--- src/scrub_pkg.sv ---
package scrub_pkg;

   // --------------------
   // Channel and bus widths
   // --------------------

   // Memory channels served by the scrubbers
   localparam int NUM_DDR = 4;

   localparam int ADDR_W = 64;
   localparam int WORD_W = 32;

   typedef logic [ADDR_W-1:0] addr_t;
   typedef logic [WORD_W-1:0] word_t;

   // --------------------
   // Burst geometry
   // --------------------

   // Bytes moved by one data beat
   localparam int BEAT_BYTES = 64;

   // AXI style length field, 16 beats per burst
   localparam int SCRB_BURST_LEN_MINUS1 = 15;

   // Address step between two scrub commands
   localparam int SCRB_BURST_BYTES = (SCRB_BURST_LEN_MINUS1 + 1) * BEAT_BYTES;

   // Small window so a full pass stays short, 8 bursts per channel
   localparam addr_t SCRB_MAX_ADDR = 64'h1FFF;

   // --------------------
   // Scrubber states
   // --------------------
   typedef enum logic [2:0]
   {
      SCRB_IDLE  = 3'd0,
      SCRB_ISSUE = 3'd1,
      SCRB_WAIT  = 3'd2,
      SCRB_DONE  = 3'd3
   } scrb_state_t;

   // --------------------
   // Control word layout
   // --------------------

   // Bits NUM_DDR-1 down to 0 enable the channel scrubbers
   localparam int CTL_DBG_EN_BIT = 31;
   localparam int CTL_DBG_SEL_HI = 30;
   localparam int CTL_DBG_SEL_LO = 28;

   // --------------------
   // Fixed status and ID words
   // --------------------
   localparam logic [19:0] STATUS_SIGNATURE = 20'hA1111;

   localparam word_t CL_ID0     = 32'hF000_1D0F;
   localparam word_t CL_ID1     = 32'h1D51_FEDD;
   localparam word_t CL_VERSION = 32'hEEEE_EE00;

endpackage

--- src/cl_scrub_top.sv ---
`timescale 1ns/1ns

module cl_scrub_top
(
   input  logic                                      clk,
   input  logic                                      sync_rst_n,

   // --------------------
   // Shell control side
   // --------------------
   input  scrub_pkg::word_t                          sh_cl_ctl0,
   input  logic [scrub_pkg::NUM_DDR-1:0]             sh_cl_ddr_is_ready,
   input  logic                                      sh_cl_flr_assert,
   output logic                                      cl_sh_flr_done,

   // --------------------
   // Scrub commands, one per channel
   // --------------------
   input  logic [scrub_pkg::NUM_DDR-1:0]             scrb_cmd_ready,
   output logic [scrub_pkg::NUM_DDR-1:0]             scrb_cmd_valid,
   output scrub_pkg::addr_t [scrub_pkg::NUM_DDR-1:0] scrb_cmd_addr,

   // --------------------
   // Status and ID words
   // --------------------
   output scrub_pkg::word_t                          cl_sh_status0,
   output scrub_pkg::word_t                          cl_sh_status1,
   output scrub_pkg::word_t                          cl_sh_id0,
   output scrub_pkg::word_t                          cl_sh_id1
);

   import scrub_pkg::*;

   word_t                      ctl_q;
   logic [NUM_DDR-1:0]         ddr_ready_q;
   scrb_state_t [NUM_DDR-1:0]  scrb_state;
   logic [NUM_DDR-1:0]         scrb_done;

   // Version word never changes
   assign cl_sh_status1 = CL_VERSION;

   // Control word, ready bits and FLR answer
   shell_ctl_regs u_ctl_regs
   (
      .clk                (clk),
      .sync_rst_n         (sync_rst_n),
      .sh_cl_ctl0         (sh_cl_ctl0),
      .sh_cl_ddr_is_ready (sh_cl_ddr_is_ready),
      .sh_cl_flr_assert   (sh_cl_flr_assert),
      .ctl_q              (ctl_q),
      .ddr_ready_q        (ddr_ready_q),
      .cl_sh_flr_done     (cl_sh_flr_done)
   );

   // --------------------
   // Channel scrubbers
   // --------------------

   // Control bit i enables channel i
   for (genvar i = 0; i < NUM_DDR; i++)
   begin : g_scrub
      ddr_scrubber u_scrubber
      (
         .clk        (clk),
         .sync_rst_n (sync_rst_n),
         .enable     (ctl_q[i]),
         .cmd_ready  (scrb_cmd_ready[i]),
         .cmd_valid  (scrb_cmd_valid[i]),
         .cmd_addr   (scrb_cmd_addr[i]),
         .state      (scrb_state[i]),
         .done       (scrb_done[i])
      );
   end

   // --------------------
   // Status readout
   // --------------------

   // Current command address doubles as the scrub position
   scrub_status u_status
   (
      .clk           (clk),
      .sync_rst_n    (sync_rst_n),
      .ctl_q         (ctl_q),
      .ddr_ready_q   (ddr_ready_q),
      .scrb_state    (scrb_state),
      .scrb_addr     (scrb_cmd_addr),
      .scrb_done     (scrb_done),
      .cl_sh_status0 (cl_sh_status0),
      .cl_sh_id0     (cl_sh_id0),
      .cl_sh_id1     (cl_sh_id1)
   );

endmodule

--- src/ddr_scrubber.sv ---
`timescale 1ns/1ns

module ddr_scrubber
(
   input  logic                   clk,
   input  logic                   sync_rst_n,

   // Channel enable from the control word
   input  logic                   enable,

   // Burst write command, valid/ready
   input  logic                   cmd_ready,
   output logic                   cmd_valid,
   output scrub_pkg::addr_t       cmd_addr,

   // Progress for the status block
   output scrub_pkg::scrb_state_t state,
   output logic                   done
);

   import scrub_pkg::*;

   scrb_state_t state_nxt;
   addr_t       addr_nxt;
   addr_t       step_addr;
   logic        xfer;

   // Command goes out only while issuing
   assign cmd_valid = (state == SCRB_ISSUE);
   assign done      = (state == SCRB_DONE);

   // Transfer happens on valid and ready together
   assign xfer = cmd_valid && cmd_ready;

   // Start of the next burst
   assign step_addr = cmd_addr + addr_t'(SCRB_BURST_BYTES);

   // --------------------
   // Next state and address
   // --------------------
   always_comb
   begin
      state_nxt = state;
      addr_nxt  = cmd_addr;

      if (!enable)
      begin
         // Losing the enable restarts the walk from zero
         state_nxt = SCRB_IDLE;
         addr_nxt  = '0;
      end
      else
      begin
         case (state)
            SCRB_IDLE:
            begin
               state_nxt = SCRB_ISSUE;
               addr_nxt  = '0;
            end

            SCRB_ISSUE:
            begin
               // Address is only touched on a transfer, stalls leave it alone
               if (xfer)
               begin
                  if (step_addr > SCRB_MAX_ADDR)
                  begin
                     // Last burst sent, keep its address for debug readout
                     state_nxt = SCRB_DONE;
                  end
                  else
                  begin
                     state_nxt = SCRB_WAIT;
                     addr_nxt  = step_addr;
                  end
               end
            end

            // One idle cycle between commands
            SCRB_WAIT:
            begin
               state_nxt = SCRB_ISSUE;
            end

            // Stays finished until the enable drops
            SCRB_DONE:
            begin
               state_nxt = SCRB_DONE;
            end

            default:
            begin
               state_nxt = SCRB_IDLE;
               addr_nxt  = '0;
            end
         endcase
      end
   end

   // --------------------
   // State and address registers
   // --------------------
   always_ff @(posedge clk or negedge sync_rst_n)
   begin
      if (!sync_rst_n)
      begin
         state    <= SCRB_IDLE;
         cmd_addr <= '0;
      end
      else
      begin
         state    <= state_nxt;
         cmd_addr <= addr_nxt;
      end
   end

endmodule

--- src/scrub_status.sv ---
`timescale 1ns/1ns

module scrub_status
(
   input  logic                                          clk,
   input  logic                                          sync_rst_n,

   // Registered shell inputs
   input  scrub_pkg::word_t                              ctl_q,
   input  logic [scrub_pkg::NUM_DDR-1:0]                 ddr_ready_q,

   // Per channel scrub progress
   input  scrub_pkg::scrb_state_t [scrub_pkg::NUM_DDR-1:0] scrb_state,
   input  scrub_pkg::addr_t [scrub_pkg::NUM_DDR-1:0]     scrb_addr,
   input  logic [scrub_pkg::NUM_DDR-1:0]                 scrb_done,

   // Words read back by the shell
   output scrub_pkg::word_t                              cl_sh_status0,
   output scrub_pkg::word_t                              cl_sh_id0,
   output scrub_pkg::word_t                              cl_sh_id1
);

   import scrub_pkg::*;

   logic                                     dbg_en;
   logic [CTL_DBG_SEL_HI-CTL_DBG_SEL_LO:0]   dbg_sel;
   logic [4*NUM_DDR-1:0]                     state_nib;
   addr_t                                    sel_addr;
   word_t                                    status_norm;
   word_t                                    status_dbg;

   assign dbg_en  = ctl_q[CTL_DBG_EN_BIT];
   assign dbg_sel = ctl_q[CTL_DBG_SEL_HI:CTL_DBG_SEL_LO];

   // --------------------
   // Status0 layouts
   // --------------------

   // One nibble per channel, highest channel on top
   always_comb
   begin
      state_nib = '0;
      for (int i = 0; i < NUM_DDR; i++)
      begin
         state_nib[4*i +: 4] = {1'b0, scrb_state[i]};
      end
   end

   assign status_norm = {STATUS_SIGNATURE, 4'hF, scrb_done, ddr_ready_q};
   assign status_dbg  = {state_nib, 4'h0, 4'hF, scrb_done, ddr_ready_q};

   // Debug channel mux, out of range selects fall back to channel 0
   always_comb
   begin
      sel_addr = scrb_addr[0];
      for (int i = 1; i < NUM_DDR; i++)
      begin
         if (dbg_sel == i)
            sel_addr = scrb_addr[i];
      end
   end

   // --------------------
   // Output registers
   // --------------------
   always_ff @(posedge clk or negedge sync_rst_n)
   begin
      if (!sync_rst_n)
      begin
         cl_sh_status0 <= '0;
         cl_sh_id0     <= '0;
         cl_sh_id1     <= '0;
      end
      else
      begin
         cl_sh_status0 <= dbg_en ? status_dbg : status_norm;
         // Low and high halves of the selected scrub address
         cl_sh_id0     <= dbg_en ? sel_addr[WORD_W-1:0] : CL_ID0;
         cl_sh_id1     <= dbg_en ? sel_addr[ADDR_W-1:WORD_W] : CL_ID1;
      end
   end

endmodule

--- src/shell_ctl_regs.sv ---
`timescale 1ns/1ns

module shell_ctl_regs
(
   input  logic                            clk,
   input  logic                            sync_rst_n,

   // Raw inputs from the shell
   input  scrub_pkg::word_t                sh_cl_ctl0,
   input  logic [scrub_pkg::NUM_DDR-1:0]   sh_cl_ddr_is_ready,
   input  logic                            sh_cl_flr_assert,

   // Registered copies for the rest of the design
   output scrub_pkg::word_t                ctl_q,
   output logic [scrub_pkg::NUM_DDR-1:0]   ddr_ready_q,

   // Function level reset answer
   output logic                            cl_sh_flr_done
);

   import scrub_pkg::*;

   logic flr_assert_q;

   // --------------------
   // Control and ready capture
   // --------------------

   // Enables, debug select and ready bits all move one cycle late
   always_ff @(posedge clk or negedge sync_rst_n)
   begin
      if (!sync_rst_n)
      begin
         ctl_q       <= {WORD_W{1'b0}};
         ddr_ready_q <= {NUM_DDR{1'b0}};
      end
      else
      begin
         ctl_q       <= sh_cl_ctl0;
         ddr_ready_q <= sh_cl_ddr_is_ready;
      end
   end

   // --------------------
   // FLR response
   // --------------------

   // Request is staged once, done follows one cycle later.
   // A held request makes done toggle, so it pulses every other cycle
   always_ff @(posedge clk or negedge sync_rst_n)
   begin
      if (!sync_rst_n)
      begin
         flr_assert_q   <= 1'b0;
         cl_sh_flr_done <= 1'b0;
      end
      else
      begin
         flr_assert_q   <= sh_cl_flr_assert;
         cl_sh_flr_done <= flr_assert_q && !cl_sh_flr_done;
      end
   end

endmodule

--- config.mk ---
export PLATFORM = sky130hd
export DESIGN_NAME = cl_scrub_top
export DESIGN_NICKNAME = d
export VERILOG_FILES = /design/src/scrub_pkg.sv /design/src/cl_scrub_top.sv /design/src/ddr_scrubber.sv /design/src/scrub_status.sv /design/src/shell_ctl_regs.sv
export SDC_FILE = /design/constraint.sdc
export NUM_CORES = 1
export LEC_CHECK = 0
export BUFFER_PORTS_ARGS = -buffer_cell sky130_fd_sc_hd__clkbuf_2
export CORE_MARGIN = 5
export CORE_UTILIZATION = 40
export CTS_BUF_LIST = sky130_fd_sc_hd__clkbuf_16
export CTS_CLUSTER_DIAMETER = 120
export CTS_CLUSTER_SIZE = 8
export DETAILED_ROUTE_END_ITERATION = 16
export HOLD_SLACK_MARGIN = 0.05
export PLACE_DENSITY = 0.73
export SLEW_MARGIN = 20
export SYNTH_ARGS = -nofsm -noshare
export SYNTH_HDL_FRONTEND = slang
export SYNTH_SLANG_ARGS = --single-unit
--- constraint.sdc ---
create_clock -name clk -period 9.6 [get_ports clk]
set_input_delay 0.48 -clock clk [delete_from_list [all_inputs] [get_ports clk]]
set_output_delay 0.48 -clock clk [all_outputs]
set_load 0.01 [all_outputs]
* After elaboration in Yosys (flattened, before gate mapping) *
Index checks and enable logic that the tools add are counted.

operators by class
  add/subtract/negate cells = 4
  order comparisons = 4
  equality and inequality tests = 27
  multiplexer cells = 38
  reduce and logical (&&, ||, !) cells = 22

operators with widths
  operator                                                                            number
  64-bit 2-to-1 mux                                                                   15
  64-bit case mux with 2 select lines                                                 4
  64-bit by 11-bit adder with 64-bit output (second input constant)                   4
  64-bit by 13-bit greater-than comparator with 1-bit output (second input constant)  4
  32-bit 2-to-1 mux                                                                   3
  3-bit case mux with 3 select lines                                                  4
  3-bit by 2-bit equality test with 1-bit output (second input constant)              10
  3-bit 2-to-1 mux                                                                    8
  3-bit != test (second input constant)                                               8
  2-bit OR reduction                                                                  8
  3-bit by 1-bit equality test with 1-bit output (second input constant)              5
  3-bit logical NOT                                                                   4
  3-bit AND reduction                                                                 4
  2-bit != test (second input constant)                                               4
  1-bit logical AND                                                                   5
  1-bit 2-to-1 mux                                                                    4
  1-bit logical NOT                                                                   1

word-level totals
  flip-flop bits (word level) = 402
  input port bits = 43
  output and inout port bits = 389
  word-level logic and storage cells = 110

* Depth between registers and ports, before layout *
Gate-level depths: netlist of the first run.

  word-level depth = 6
  mapped depth = 13
  mapped depth without buffers = 10

* By module *
A second synthesis of the first run with hierarchy kept.

unflattened totals
  cell total of the unflattened synthesis = 2223
  area total of the unflattened synthesis = 21469.3 um^2

modules (own cells, without submodules)
  module                                     instances  cells an instance  area each (um^2)  seq. area each (um^2)
  ddr_scrubber at g_scrub[0].u_scrubber ...  3          373                3532.1            1401.3
  scrub_status                               1          554                5352.6            2152.1
  ddr_scrubber at g_scrub[3].u_scrubber      1          477                4307.9            1401.3
  shell_ctl_regs                             1          39                 964.7             950.9
  cl_scrub_top                               1          34                 247.7             0.0

* Worst setup path before layout of the first run *
Ideal clock, no wire load.

  path kind = reg2reg
  from = reg g_scrub[2].u_scrubber.cmd_addr[20]
  to = reg g_scrub[2].u_scrubber.cmd_addr[13]
  library setup time = 0.119 ns
  data arrival time = 3.370 ns
  required time = 9.481 ns
  path slack = 6.111 ns
  cell stages (with the launch flop) = 12
  buffers on the path = 2
  clock period less this slack = 3.489 ns
  cells stage by stage = dfrtp_1 -> nand3_2 -> or4_1 -> buf_2 -> or3_4 -> nor2_1 -> xor2_1 -> or4_1 -> nor4_4 -> a311oi_4 -> buf_6 -> and2_1

between the ends
  longest elaborated chain between the ends = 4

RTL lines
  item                                                        RTL line             source
  start, declared                                             ddr_scrubber.sv:14   output scrub_pkg::addr_t cmd_addr,
  start signal, assigned                                      ddr_scrubber.sv:113  cmd_addr <= addr_nxt;
  64-bit by 11-bit adder with 64-bit output                   ddr_scrubber.sv:36   assign step_addr = cmd_addr + addr_t'(SCRB_BURST_BYTES);
  64-bit by 13-bit greater-than comparator with 1-bit output  ddr_scrubber.sv:66   if (step_addr > SCRB_MAX_ADDR)
  3-bit != test (no source line)                              n/a
  3-bit AND reduction (no source line)                        n/a

Every way passes these cells.
A chain may end at the register's enable or synchronous reset.

* Worst setup path in the final report of the first run *
  from = reg g_scrub[3].u_scrubber.cmd_addr[11]
  to = reg g_scrub[3].u_scrubber.cmd_addr[10]

between the ends
  longest elaborated chain between the ends = 4

RTL lines
  item                                                        RTL line
  start, declared                                             ddr_scrubber.sv:14
  start signal, assigned                                      ddr_scrubber.sv:113
  64-bit by 11-bit adder with 64-bit output                   ddr_scrubber.sv:36
  64-bit by 13-bit greater-than comparator with 1-bit output  ddr_scrubber.sv:66
  3-bit != test (no source line)                              n/a
  3-bit AND reduction (no source line)                        n/a

Every way passes these cells.

==> results.md, run 1 <==
- Area of the core: between 40000 and 50000 um2
- Non-filler instance count after layout: slightly below 3k
- Cts hold-fix bufs: 14
- Max FO, Critical Path: 29
- Post CTS Setup Buffer Count: 0
- Clk_skew: approximately 0.022 ns
- Most used DFF post-synth: dfrtp_1
- Setup-failing EPs final: 0
- Vias: approximately 18k
- RSZ-0062 raised after global routing: false
- Post_cts resized: 0
- Post-synthesis instance total: around 2.1k
- Tcrit/Tclk final: ~49%
- Avg Cell Area, Syn: around 8.7 um2
- Initial antenna violation count: 1
- Largest net degree at the start of global routing: 109
- FF+latch area: between 7000 and 8000 um2
- Post-synthesis cell type count: 86
- Leakage: between 9 and 10 nW
- CP Launch Type: flip-flop
- Vert. Die Dim: 223 um
- First-pass GRT wire length: 107 mm
- Fin nets: roughly 2.4k
- Pwr per Cell Area: ~140 nW/um2
- CTS tree: yes
- CP required: around 10 ns
- # rows: between 70 and 80
- CTS sink count: 312
- Total negative slack: 0 ns
- Root buffer cell: clkbuf_16
- Port Buffers: about 330
- Hold Path Class: in -> reg
- Vias in the first global route: approximately 16k
- Count of final hold-check violations: 0
- Status: finished clean
- Slew @ Worst Pin: around 1.2 ns
- Crit path launch: g_scrub[3].u_scrubber.cmd_addr[11]
- Die X: between 200 and 250 um
- Max Buffers Root-to-Sink: 3
- Remaining antenna violation count after routing: 0
- Largest area contributor in the netlist: dfrtp_1
- CTS H-tree lvls: 2
- Path depth of the worst reg2reg path: 11
- Final Max Slew Viols: 0
- Worst r2r src: g_scrub[3].u_scrubber.cmd_addr[11]
- Total grt overflow: 0
- Yosys warnings: 0
- Initial Utilization: 40.2%
- GPL Wtd Cong: between 1 and 1.5
- Post-synth top area share: a little over two fifths
- Area of the die: 49800 um2
- DRC errors left: 0
- Fmax: between 200 and 250 MHz
- Synth Register Bits: about 310
- Synth area leaders: dfrtp_1 (43%), nor2_1 (5.6%), a211oi_1 (4.8%)
- Drt via density: 5.99
- DPL Wire Length: about 54 mm
- Multi-input logic area: about 9200 um2
- Avg WL per Cell: roughly 24 um
- Ys async rst share: between 90% and 100%
- Drt total wl: a little over 70 mm
- CTS Buf Count: 44
- Seq/Total Area, Yosys: between 40% and 50%
- Ports: about 430
- Slew margin rel.: about a fifth
- Kind of end point of the critical path: flip-flop
- Maximum VDD drop: between 0.1 and 0.15 mV
- 1st-pass router iterations: 7
- First DRT Iteration DRCs: 1687
- Cell count after placement: 2889
- Final Critical Period: 4.72 ns
- Overall global routing resource usage: 27.6%
- Fillers: roughly 4.4k
- Syn-to-layout area delta: 15.9%
- Maxcap violations: 0
- Terminus of the critical flop-to-flop path: g_scrub[3].u_scrubber.cmd_addr[10]
- Clock transition at the registers of the reported paths: 0.05 ns
- Setup CP Type: reg -> reg
- Post-synth EDFFs: 0
- WP data arrival: just over 5 ns
- Critical path capture point: g_scrub[3].u_scrubber.cmd_addr[10]
- Reg2Reg Setup Slack: between 4 and 5 ns
- Synthesized area: 18200 um2
- Share of layout cells above drive strength 1: between 15 and 20%
- Worst-skew pair later-pin latency: ~0.57 ns
==> metal layers <==
layer	GRT usage, %	vias up	wire [um]
met1	38.8	8729	30000
met5	0	-	13
met4	8.40	2	2280
met2	43.4	896	33400
li1	-	7933	-
met3	5.41	128	6500
==> area by class of cell <==
class / count / share of cell area [%]
antenna: 1 / 0.0119
clock buffer: 45 / 5.34
clock inverter: 2 / 0.0831
inverter: 70 / 1.25
multi-input combinational: 1565 / 43.6
sequential: 312 / 37.1
tap: 600 / 3.56
timing repair buffer: 356 / 9.07
==> kinds of logic (layout without fill, tap and decap cells) <==
family | count (synthesis) | count (layout) | synth area share [%]
flip-flops | 312 | 312 | 43.0
AO/OA/AOI/OAI | 364 | 364 | 14.7
adder cells (fa/ha/maj) | 4 | 4 | 0.275
other | 2 | 85 | 0.0413
AND/OR/NAND/NOR | 1036 | 1036 | 29.5
XOR/XNOR | 41 | 41 | 1.98
multiplexers | 36 | 36 | 2.07
buffers and inverters | 298 | 473 | 8.49
==> cells in the final DEF (no fill, tap or decap), types with 81 or more instances in the layout <==
cell type  netlist  final
nand3_1         90     90
nand4_1         84     84
clkbuf_2         0    324
and3_1          88     88
nor3_1          81     81
conb_1           2     84
dfrtp_1        312    312
a211oi_1       115    115
nand2_1        167    167
nor2_1         272    272
==> synth_stat cells (5+ instances only) <==
cell	count
a211oi_1	115
a21oi_1	55
a311oi_1	5
a31oi_1	24
and2_1	76
and3_1	88
and4_1	23
buf_2	15
buf_4	98
buf_6	5
clkbuf_1	107
dfrtp_1	312
inv_1	68
mux2_2	12
mux2i_1	23
nand2_1	167
nand2b_1	16
nand3_1	90
nand4_1	84
nor2_1	272
nor2b_1	9
nor3_1	81
nor3b_1	13
nor4_1	50
o2111ai_1	9
o211ai_1	14
o21ai_0	27
o22ai_1	5
o311ai_0	27
o31ai_1	10
o41ai_1	6
or2_2	6
or3_1	15
or4_1	16
xnor2_1	23
xor2_1	18
==> sequential cells by signal (all words and copies together), names as in the netlist <==
name,flops
u_ctl_regs.flr_assert_q,1
u_ctl_regs.ctl_q,8
u_ctl_regs.cl_sh_flr_done,1
g_scrub.u_scrubber.cmd_addr,216
u_status.cl_sh_id1,32
u_status.cl_sh_status0,18
u_ctl_regs.ddr_ready_q,4
u_status.cl_sh_id0,24
g_scrub.u_scrubber.state,8
==> worst min-delay path by stage <==
| stage | cells after the start | endpoint | slack (ns) | startpoint |
|---|---|---|---|---|
| after floorplan | 0 | g_scrub[0].u_scrubber.cmd_addr[10] | 0.18 | sync_rst_n |
| after global placement | 0 | u_status.cl_sh_status0[1] | 0.33 | u_ctl_regs.ddr_ready_q[1] |
| after detailed placement | 0 | u_status.cl_sh_status0[3] | 0.34 | u_ctl_regs.ddr_ready_q[3] |
| after CTS | 2 | g_scrub[2].u_scrubber.state[0] | 0.14 | scrb_cmd_ready[2] |
| after global routing | 2 | g_scrub[2].u_scrubber.state[0] | 0.16 | scrb_cmd_ready[2] |
| final | 2 | g_scrub[2].u_scrubber.state[0] | 0.18 | scrb_cmd_ready[2] |
==> critical path, stage by stage, from the launching register on <==
cell	delay [ns]
dfrtp_1	0.42
ha_1	0.21
nand4_1	0.36
nor4_1	1.08
a21boi_0	0.28
a211oi_1	0.29
nand4_1	0.19
nor4_1	0.47
a41oi_4	0.46
buf_4	0.37
and2_1	0.19
mux2_2	0.27
==> where the power goes <==
| part | switching, W | internal, W | total [W] |
|---|---|---|---|
| Combinational | 0.000144 | 0.0000432 | 0.000188 |
| Clock | 0.000578 | 0.000819 | 0.00140 |
| Sequential | 0.0000196 | 0.00134 | 0.00136 |
| Total | 0.000742 | 0.00220 | 0.00294 |
==> through the flow <==
stage	setup slack (ns)	hold slack [ns]	util [%]	total power [W]	instance area (um2)
after floorplan	6.11	0.184	-	0.00150	18500
after global placement	4.79	0.332	43.7	0.00156	19800
after detailed placement	4.81	0.339	43.7	0.00156	19800
after CTS	4.79	0.138	46.6	0.00296	21000
after global routing	4.63	0.164	46.6	0.00303	21100
final	4.88	0.182	46.6	0.00294	21100
Note: power is estimated with default switching activity, not from simulation.
==> run 2: changes to the inputs <==
- clock period: 9.6 -> 4.4 ns (I/O delays scaled with it)
==> results.md, run 2 (synthesis gave the netlist of run 1 again) <==
- Status: finished clean
- DPL Wire Length: 56.3 mm (+4.3%)
- Vias: 17.9k (+1.3%)
- Non-filler instance count after layout: 3008 (+1.9%)
- Most frequent cells in the layout: clkbuf_2 (324), dfrtp_1 (312), nor2_1 (272), nand2_1 (167), a211oi_1 (115)
- # rows: 78 (unchanged)
- CTS Buf Count: 44 (unchanged)
- WP data arrival: 4.52 ns (-0.64 ns)
- Clock power share: 47.0% (-0.5 points)
- Maxcap violations: 0 (unchanged)
- Drt total wl: 74.3 mm (+2.9%)
- Crit path launch: g_scrub[2].u_scrubber.cmd_addr[10]
- Total negative slack: 0 ns (unchanged)
- Share of layout cells above drive strength 1: 20.2% (+1.7 points)
- Setup CP Type: reg -> reg
- Path depth of the worst reg2reg path: 11 (unchanged)
- Worst r2r src: g_scrub[2].u_scrubber.cmd_addr[10]
- Sw Share: 24.7% (-0.47 points)
- Clock transition at the registers of the reported paths: 0.05 ns (about the same)
- Syn-to-layout area delta: 18.5%
- Met1 GRT Util: 39.9% (+1.1 points)
- Final Critical Period: 4.08 ns (-0.644 ns)
- DRC errors left: 0 (unchanged)
- Max FO, Critical Path: 25 (-14%)
- Area of the core: 45200 um2 (unchanged)
- Largest net degree at the start of global routing: 118 (+8.3%)
- Pwr per Cell Area: 296 nW/um2 (+110%)
- Max reg flops: 216 (unchanged)
- Hold WS: 0.295 ns (+0.113 ns)
- Die X: 223 um (unchanged)
- Final Max Slew Viols: 0 (unchanged)
- Fin nets: 2455 (+2.5%)
- Tcrit/Tclk final: 92.7% (+43 points)
- CTS tree: yes
- Slew margin rel.: 29.5% (+9.3 points)
- Largest registers: g_scrub.u_scrubber.cmd_addr x216, u_status.cl_sh_id1 x32, u_status.cl_sh_id0 x24
- Reg power frac: 46.5% (+0.4 points)
- CP Launch Type: flip-flop
- CTS sink count: 312 (unchanged)
- CP required: 4.84 ns (-5.20 ns)
- Avg WL per Cell: 24.7 um (+0.94%)
- Post-place setup slack: 0.370 ns (-4.44 ns)
- Slew @ Worst Pin: 1.06 ns (-0.128 ns)
- Terminus of the critical flop-to-flop path: g_scrub[2].u_scrubber.cmd_addr[40]
- Maximum VDD drop: 0.256 mV (+140%)
- GR peak layer: met2
- Fillers: 4384 (-0.43%)
- Worst-skew pair later-pin latency: 0.57 ns (about the same)
- Hold Path Class: in -> async
- Area of the die: 49800 um2 (unchanged)
- Fmax: 245 MHz (+16%)
- Reg2Reg Setup Slack: 0.32 ns (-4.56 ns)
- Most flops, register: g_scrub.u_scrubber.cmd_addr
- Setup-failing EPs final: 0 (unchanged)
- Routing usage on met3: 5.87% (+0.46 points)
- Ports: 432 (unchanged)
- Final setup margin: 0.323 ns (-4.56 ns)
- GPL Wtd Cong: 1.00 (-0.83%)
- Combinational share of power: 6.6% (+0.2 points)
- Count of final hold-check violations: 0 (unchanged)
- Drt via density: 5.96 (-0.62%)
- Switching Power: 0.00158 W (+110%)
- Kind of end point of the critical path: flip-flop
- Post CTS Setup Buffer Count: 0 (unchanged)
- CTS H-tree lvls: 2 (unchanged)
- RSZ-0062 raised after global routing: false
- Max Buffers Root-to-Sink: 3 (unchanged)
- Cell count after placement: 2944 (+1.9%)
- Port Buffers: 325 (unchanged)
- Overall global routing resource usage: 28.5% (+0.93 points)
- Remaining antenna violation count after routing: 0 (unchanged)
- Leakage: 9.82 nW (+3.4%)
- First DRT Iteration DRCs: 1885 (+12%)
- Total grt overflow: 0 (unchanged)
- P_int: 0.00480 W (+120%)
- GR Util met2: 44.2% (+0.84 points)
- Most common cell after layout, fill and taps aside: clkbuf_2
- Post_cts resized: 0 (unchanged)
- Initial antenna violation count: 0 (-1)
- Vert. Die Dim: 223 um (unchanged)
- 1st-pass router iterations: 5 (-2)
- Vias in the first global route: 17.1k (+3.5%)
- First-pass GRT wire length: 110 mm (+3.5%)
- Root buffer cell: clkbuf_16
- Initial Utilization: 40.2% (unchanged)
- Clk_skew: 0.0231 ns (+0.00160 ns)
==> run 2: stage by stage <==
step | utilization, % | power (W) | area (um2)
global placement | 44.8 | 0.00341 | 20200
finish | 47.7 | 0.00638 | 21500
global route | 47.7 | 0.00660 | 21500
floorplan | - | 0.00327 | 18500
detailed placement | 44.8 | 0.00342 | 20200
CTS | 47.7 | 0.00644 | 21500
==> run 2: layout make-up <==
type,instances,area (um2),area share [%]
Sequential cell,312,7810,36.2
Inverter,70,263,1.22
Clock buffer,45,1130,5.23
Antenna cell,1,2.50,0.0116
Tap cell,600,751,3.48
Timing Repair Buffer,415,2420,11.2
Multi-Input combinational cell,1565,9170,42.6
==> run 2: power by group through the flow <==
stage | Combinational [W] | Sequential (W) | Clock (W)
2_1_floorplan | 0.000261 | 0.00300 | 0
3_3_place_gp | 0.000399 | 0.00301 | 0
3_5_place_dp | 0.000406 | 0.00301 | 0
4_1_cts | 0.000419 | 0.00296 | 0.00306
5_1_grt | 0.000460 | 0.00297 | 0.00317
6_report | 0.000419 | 0.00296 | 0.00300
==> run 2: worst max-delay path, cell delays in order (launching register included) <==
cell	delay, ns
dfrtp_1	0.46
ha_1	0.31
and4_1	0.41
nand3_1	0.26
or3_4	0.41
nor2_1	0.14
xor2_1	0.11
or4_1	0.58
nor4_4	0.45
a311oi_4	0.34
buf_4	0.30
and2_1	0.17
==> run 2: repair_timing <==
action	CTS	global route
hold buffers	18	0
hold endpoints to repair	114	0
endpoints found under the setup margin	0	0
==> run 2: how the worst max path moves through the flow <==
| stage | to | slack (ns) | cells past startpoint |
|---|---|---|---|
| 2_1_floorplan | g_scrub[2].u_scrubber.cmd_addr[13] | 0.91 | 11 |
| 3_5_place_dp | g_scrub[2].u_scrubber.cmd_addr[59] | 0.37 | 10 |
| 3_3_place_gp | g_scrub[2].u_scrubber.cmd_addr[58] | 0.43 | 10 |
| 5_1_grt | g_scrub[2].u_scrubber.cmd_addr[53] | 0.05 | 11 |
| 4_1_cts | g_scrub[2].u_scrubber.cmd_addr[39] | 0.33 | 10 |
| 6_report | g_scrub[2].u_scrubber.cmd_addr[40] | 0.32 | 11 |
==> run 2: per-layer routing <==
layer  vias to the layer above  wire [um]
li1                       8037          -
met1                      8903      32100
met2                       826      33600
met3                       151       5720
met4                         0       2770
met5                         -          0
==> run 3: changes to the inputs <==
- CELL_PAD_IN_SITES_DETAIL_PLACEMENT: not set -> 0
- CELL_PAD_IN_SITES_GLOBAL_PLACEMENT: not set -> 1
- PLACE_DENSITY: 0.73 -> 0.91
- clock period: 4.4 -> 3.95 ns (I/O delays scaled with it)
==> results.md, run 3 (synthesis gave the netlist of run 1 again) <==
- Status: finished clean
- Final Max Slew Viols: 0 (unchanged)
- Avg WL per Cell: 24.7 um (+0.20%)
- Overall global routing resource usage: 29.3% (+0.74 points)
- Clk_skew: 0.0291 ns (+0.00597 ns)
- WP data arrival: 4.17 ns (-0.35 ns)
- Final core occ: 48.7% (+1.1 points)
- Largest registers: g_scrub.u_scrubber.cmd_addr x216, u_status.cl_sh_id1 x32, u_status.cl_sh_id0 x24
- Area of the die: 49800 um2 (unchanged)
- Path depth of the worst reg2reg path: 11 (unchanged)
- Reg2Reg Setup Slack: 0.22 ns (-0.11 ns)
- Slew margin rel.: 27.8% (-1.7 points)
- Ports: 432 (unchanged)
- Die X: 223 um (unchanged)
- Max FO, Critical Path: 51 (+100%)
- GPL Wtd Cong: 0.992 (-1.1%)
- CTS sink count: 312 (unchanged)
- First DRT Iteration DRCs: 1784 (-5.4%)
- CTS H-tree lvls: 2 (unchanged)
- Critical path capture point: g_scrub[1].u_scrubber.cmd_addr[14]
- Remaining antenna violation count after routing: 0 (unchanged)
- First-pass GRT wire length: 113 mm (+2.4%)
- Final setup margin: 0.215 ns (-0.108 ns)
- Initial Utilization: 40.2% (unchanged)
- Most flops, register: g_scrub.u_scrubber.cmd_addr
- CP Launch Type: flip-flop
- Clock transition at the registers of the reported paths: 0.05 ns (about the same)
- # rows: 78 (unchanged)
- CTS Buf Count: 44 (unchanged)
- Vert. Die Dim: 223 um (unchanged)
- Leakage: 10.1 nW (+3.3%)
- Terminus of the critical flop-to-flop path: g_scrub[1].u_scrubber.cmd_addr[14]
- Most common cell after layout, fill and taps aside: clkbuf_2
- DRC errors left: 0 (unchanged)
- RSZ-0062 raised after global routing: false
- CP required: 4.39 ns (-0.45 ns)
- DPL Wire Length: 57.8 mm (+2.6%)
- Fmax: 268 MHz (+9.2%)
- Vias: 18.3k (+2.3%)
- Worst r2r src: g_scrub[1].u_scrubber.cmd_addr[19]
- Setup CP Type: reg -> reg
- Area of the core: 45200 um2 (unchanged)
- Number of antenna diodes: 0 (-1)
- Initial antenna violation count: 1 (+1)
- Port Buffers: 325 (unchanged)
- Kind of end point of the critical path: flip-flop
- 1st-pass router iterations: 5 (unchanged)
- Post CTS Setup Buffer Count: 0 (unchanged)
- Root buffer cell: clkbuf_16
- Hold Path Class: in -> async
- Maxcap violations: 0 (unchanged)
- Share of layout cells above drive strength 1: 22.1% (+1.9 points)
- Drt via density: 5.97 (+0.30%)
- Max reg flops: 216 (unchanged)
- Total negative slack: 0 ns (unchanged)
- Fillers: 4349 (-0.80%)
- Max Buffers Root-to-Sink: 3 (unchanged)
- Count of final hold-check violations: 0 (unchanged)
- Most frequent cells in the layout: clkbuf_2 (324), dfrtp_1 (312), nor2_1 (272), nand2_1 (167), buf_4 (124)
- Hold WS: 0.203 ns (-0.0923 ns)
- Fin nets: 2513 (+2.4%)
- Post-place setup slack: 0.300 ns (-0.0702 ns)
- Worst-skew pair later-pin latency: 0.59 ns (+0.02 ns)
- Maximum VDD drop: 0.301 mV (+17%)
- Syn-to-layout area delta: 21.2%
- Drt total wl: 75.9 mm (+2.2%)
- Setup-failing EPs final: 0 (unchanged)
- Final Critical Period: 3.73 ns (-0.342 ns)
- Tcrit/Tclk final: 94.5% (+1.9 points)
- CTS tree: yes
- Vias in the first global route: 17.5k (+2.9%)
- Largest net degree at the start of global routing: 106 (-10%)
- Slew @ Worst Pin: 1.08 ns (+0.0257 ns)
- Total grt overflow: 0 (unchanged)
- PnR Total Power: 0.00718 W (+12%)
- Pwr per Cell Area: 326 nW/um2 (+10%)
- Crit path launch: g_scrub[1].u_scrubber.cmd_addr[19]
[run 3: cell types whose count changed in the layout (fill, tap and decap cells not counted), sizes merged]
cell   delta
buf      +58
inv       +2
diode     -1
[run 3: cell type report]
| cell class | instances | area (um2) | share of cell area (%) |
|---|---|---|---|
| tap | 600 | 751 | 3.41 |
| multi-input combinational | 1565 | 9170 | 41.6 |
| timing repair buffer | 473 | 2870 | 13.0 |
| clock buffer | 45 | 1130 | 5.11 |
| inverter | 70 | 263 | 1.19 |
| clock inverter | 2 | 40.0 | 0.182 |
| sequential | 312 | 7810 | 35.4 |
[run 3: through the flow]
stage               area [um2]  std cells
floorplan                18500       2175
global placement         20700       3002
detailed placement       20700       3002
CTS                      22000       3067
global route             22000       3067
finish                   22000       3067
[run 3: critical path: stages, from the launching register on]
cell and delay (ns):
dfrtp_1 0.49, nand4_1 0.34, nor4_1 0.65, nand4_1 0.32
o31ai_1 0.28, o211ai_1 0.14, nor4_1 0.50, nand4_1 0.17
buf_4 0.20, a21oi_4 0.16, buf_12 0.25, nor2_1 0.08
[run 3: worst min-delay path by stage]
| stage | start | to | slack (ns) | cells after the start |
|---|---|---|---|---|
| after floorplan | sync_rst_n | g_scrub[0].u_scrubber.cmd_addr[10] | -0.1 | 0 |
| after global placement | sync_rst_n | u_status.cl_sh_status0[2] | 0.24 | 1 |
| after detailed placement | sync_rst_n | u_ctl_regs.ddr_ready_q[2] | 0.25 | 1 |
| after CTS | sync_rst_n | u_status.cl_sh_status0[2] | 0.23 | 2 |
| after global routing | sh_cl_ctl0[29] | u_ctl_regs.ctl_q[29] | 0.26 | 2 |
| final | sync_rst_n | u_status.cl_sh_status0[0] | 0.20 | 2 |
[run 3: timing repair]
item                                    4_1_cts  5_1_grt
endpoints found under the hold margin       101        0
endpoints found under the setup margin        0        0
hold buffers                                 18        0
gates resized for setup                       0        0
[run 3: routing by layer]
| layer | up-vias | GRT usage (%) | share of wire (%) |
|---|---|---|---|
| met1 | 9061 | 40.7 | 42 |
| li1 | 8171 | - | - |
| met3 | 150 | 5.49 | 8.8 |
| met2 | 942 | 46.0 | 46 |
| met5 | - | 0 | 0 |
| met4 | 0 | 10.6 | 3.8 |
[run 3: report_power, final]
group          total, W  switching (W)  internal (W)
Sequential      0.00330      0.0000505       0.00325
Combinational  0.000480       0.000355      0.000125
Clock           0.00339        0.00139       0.00200
Total           0.00718        0.00180       0.00538
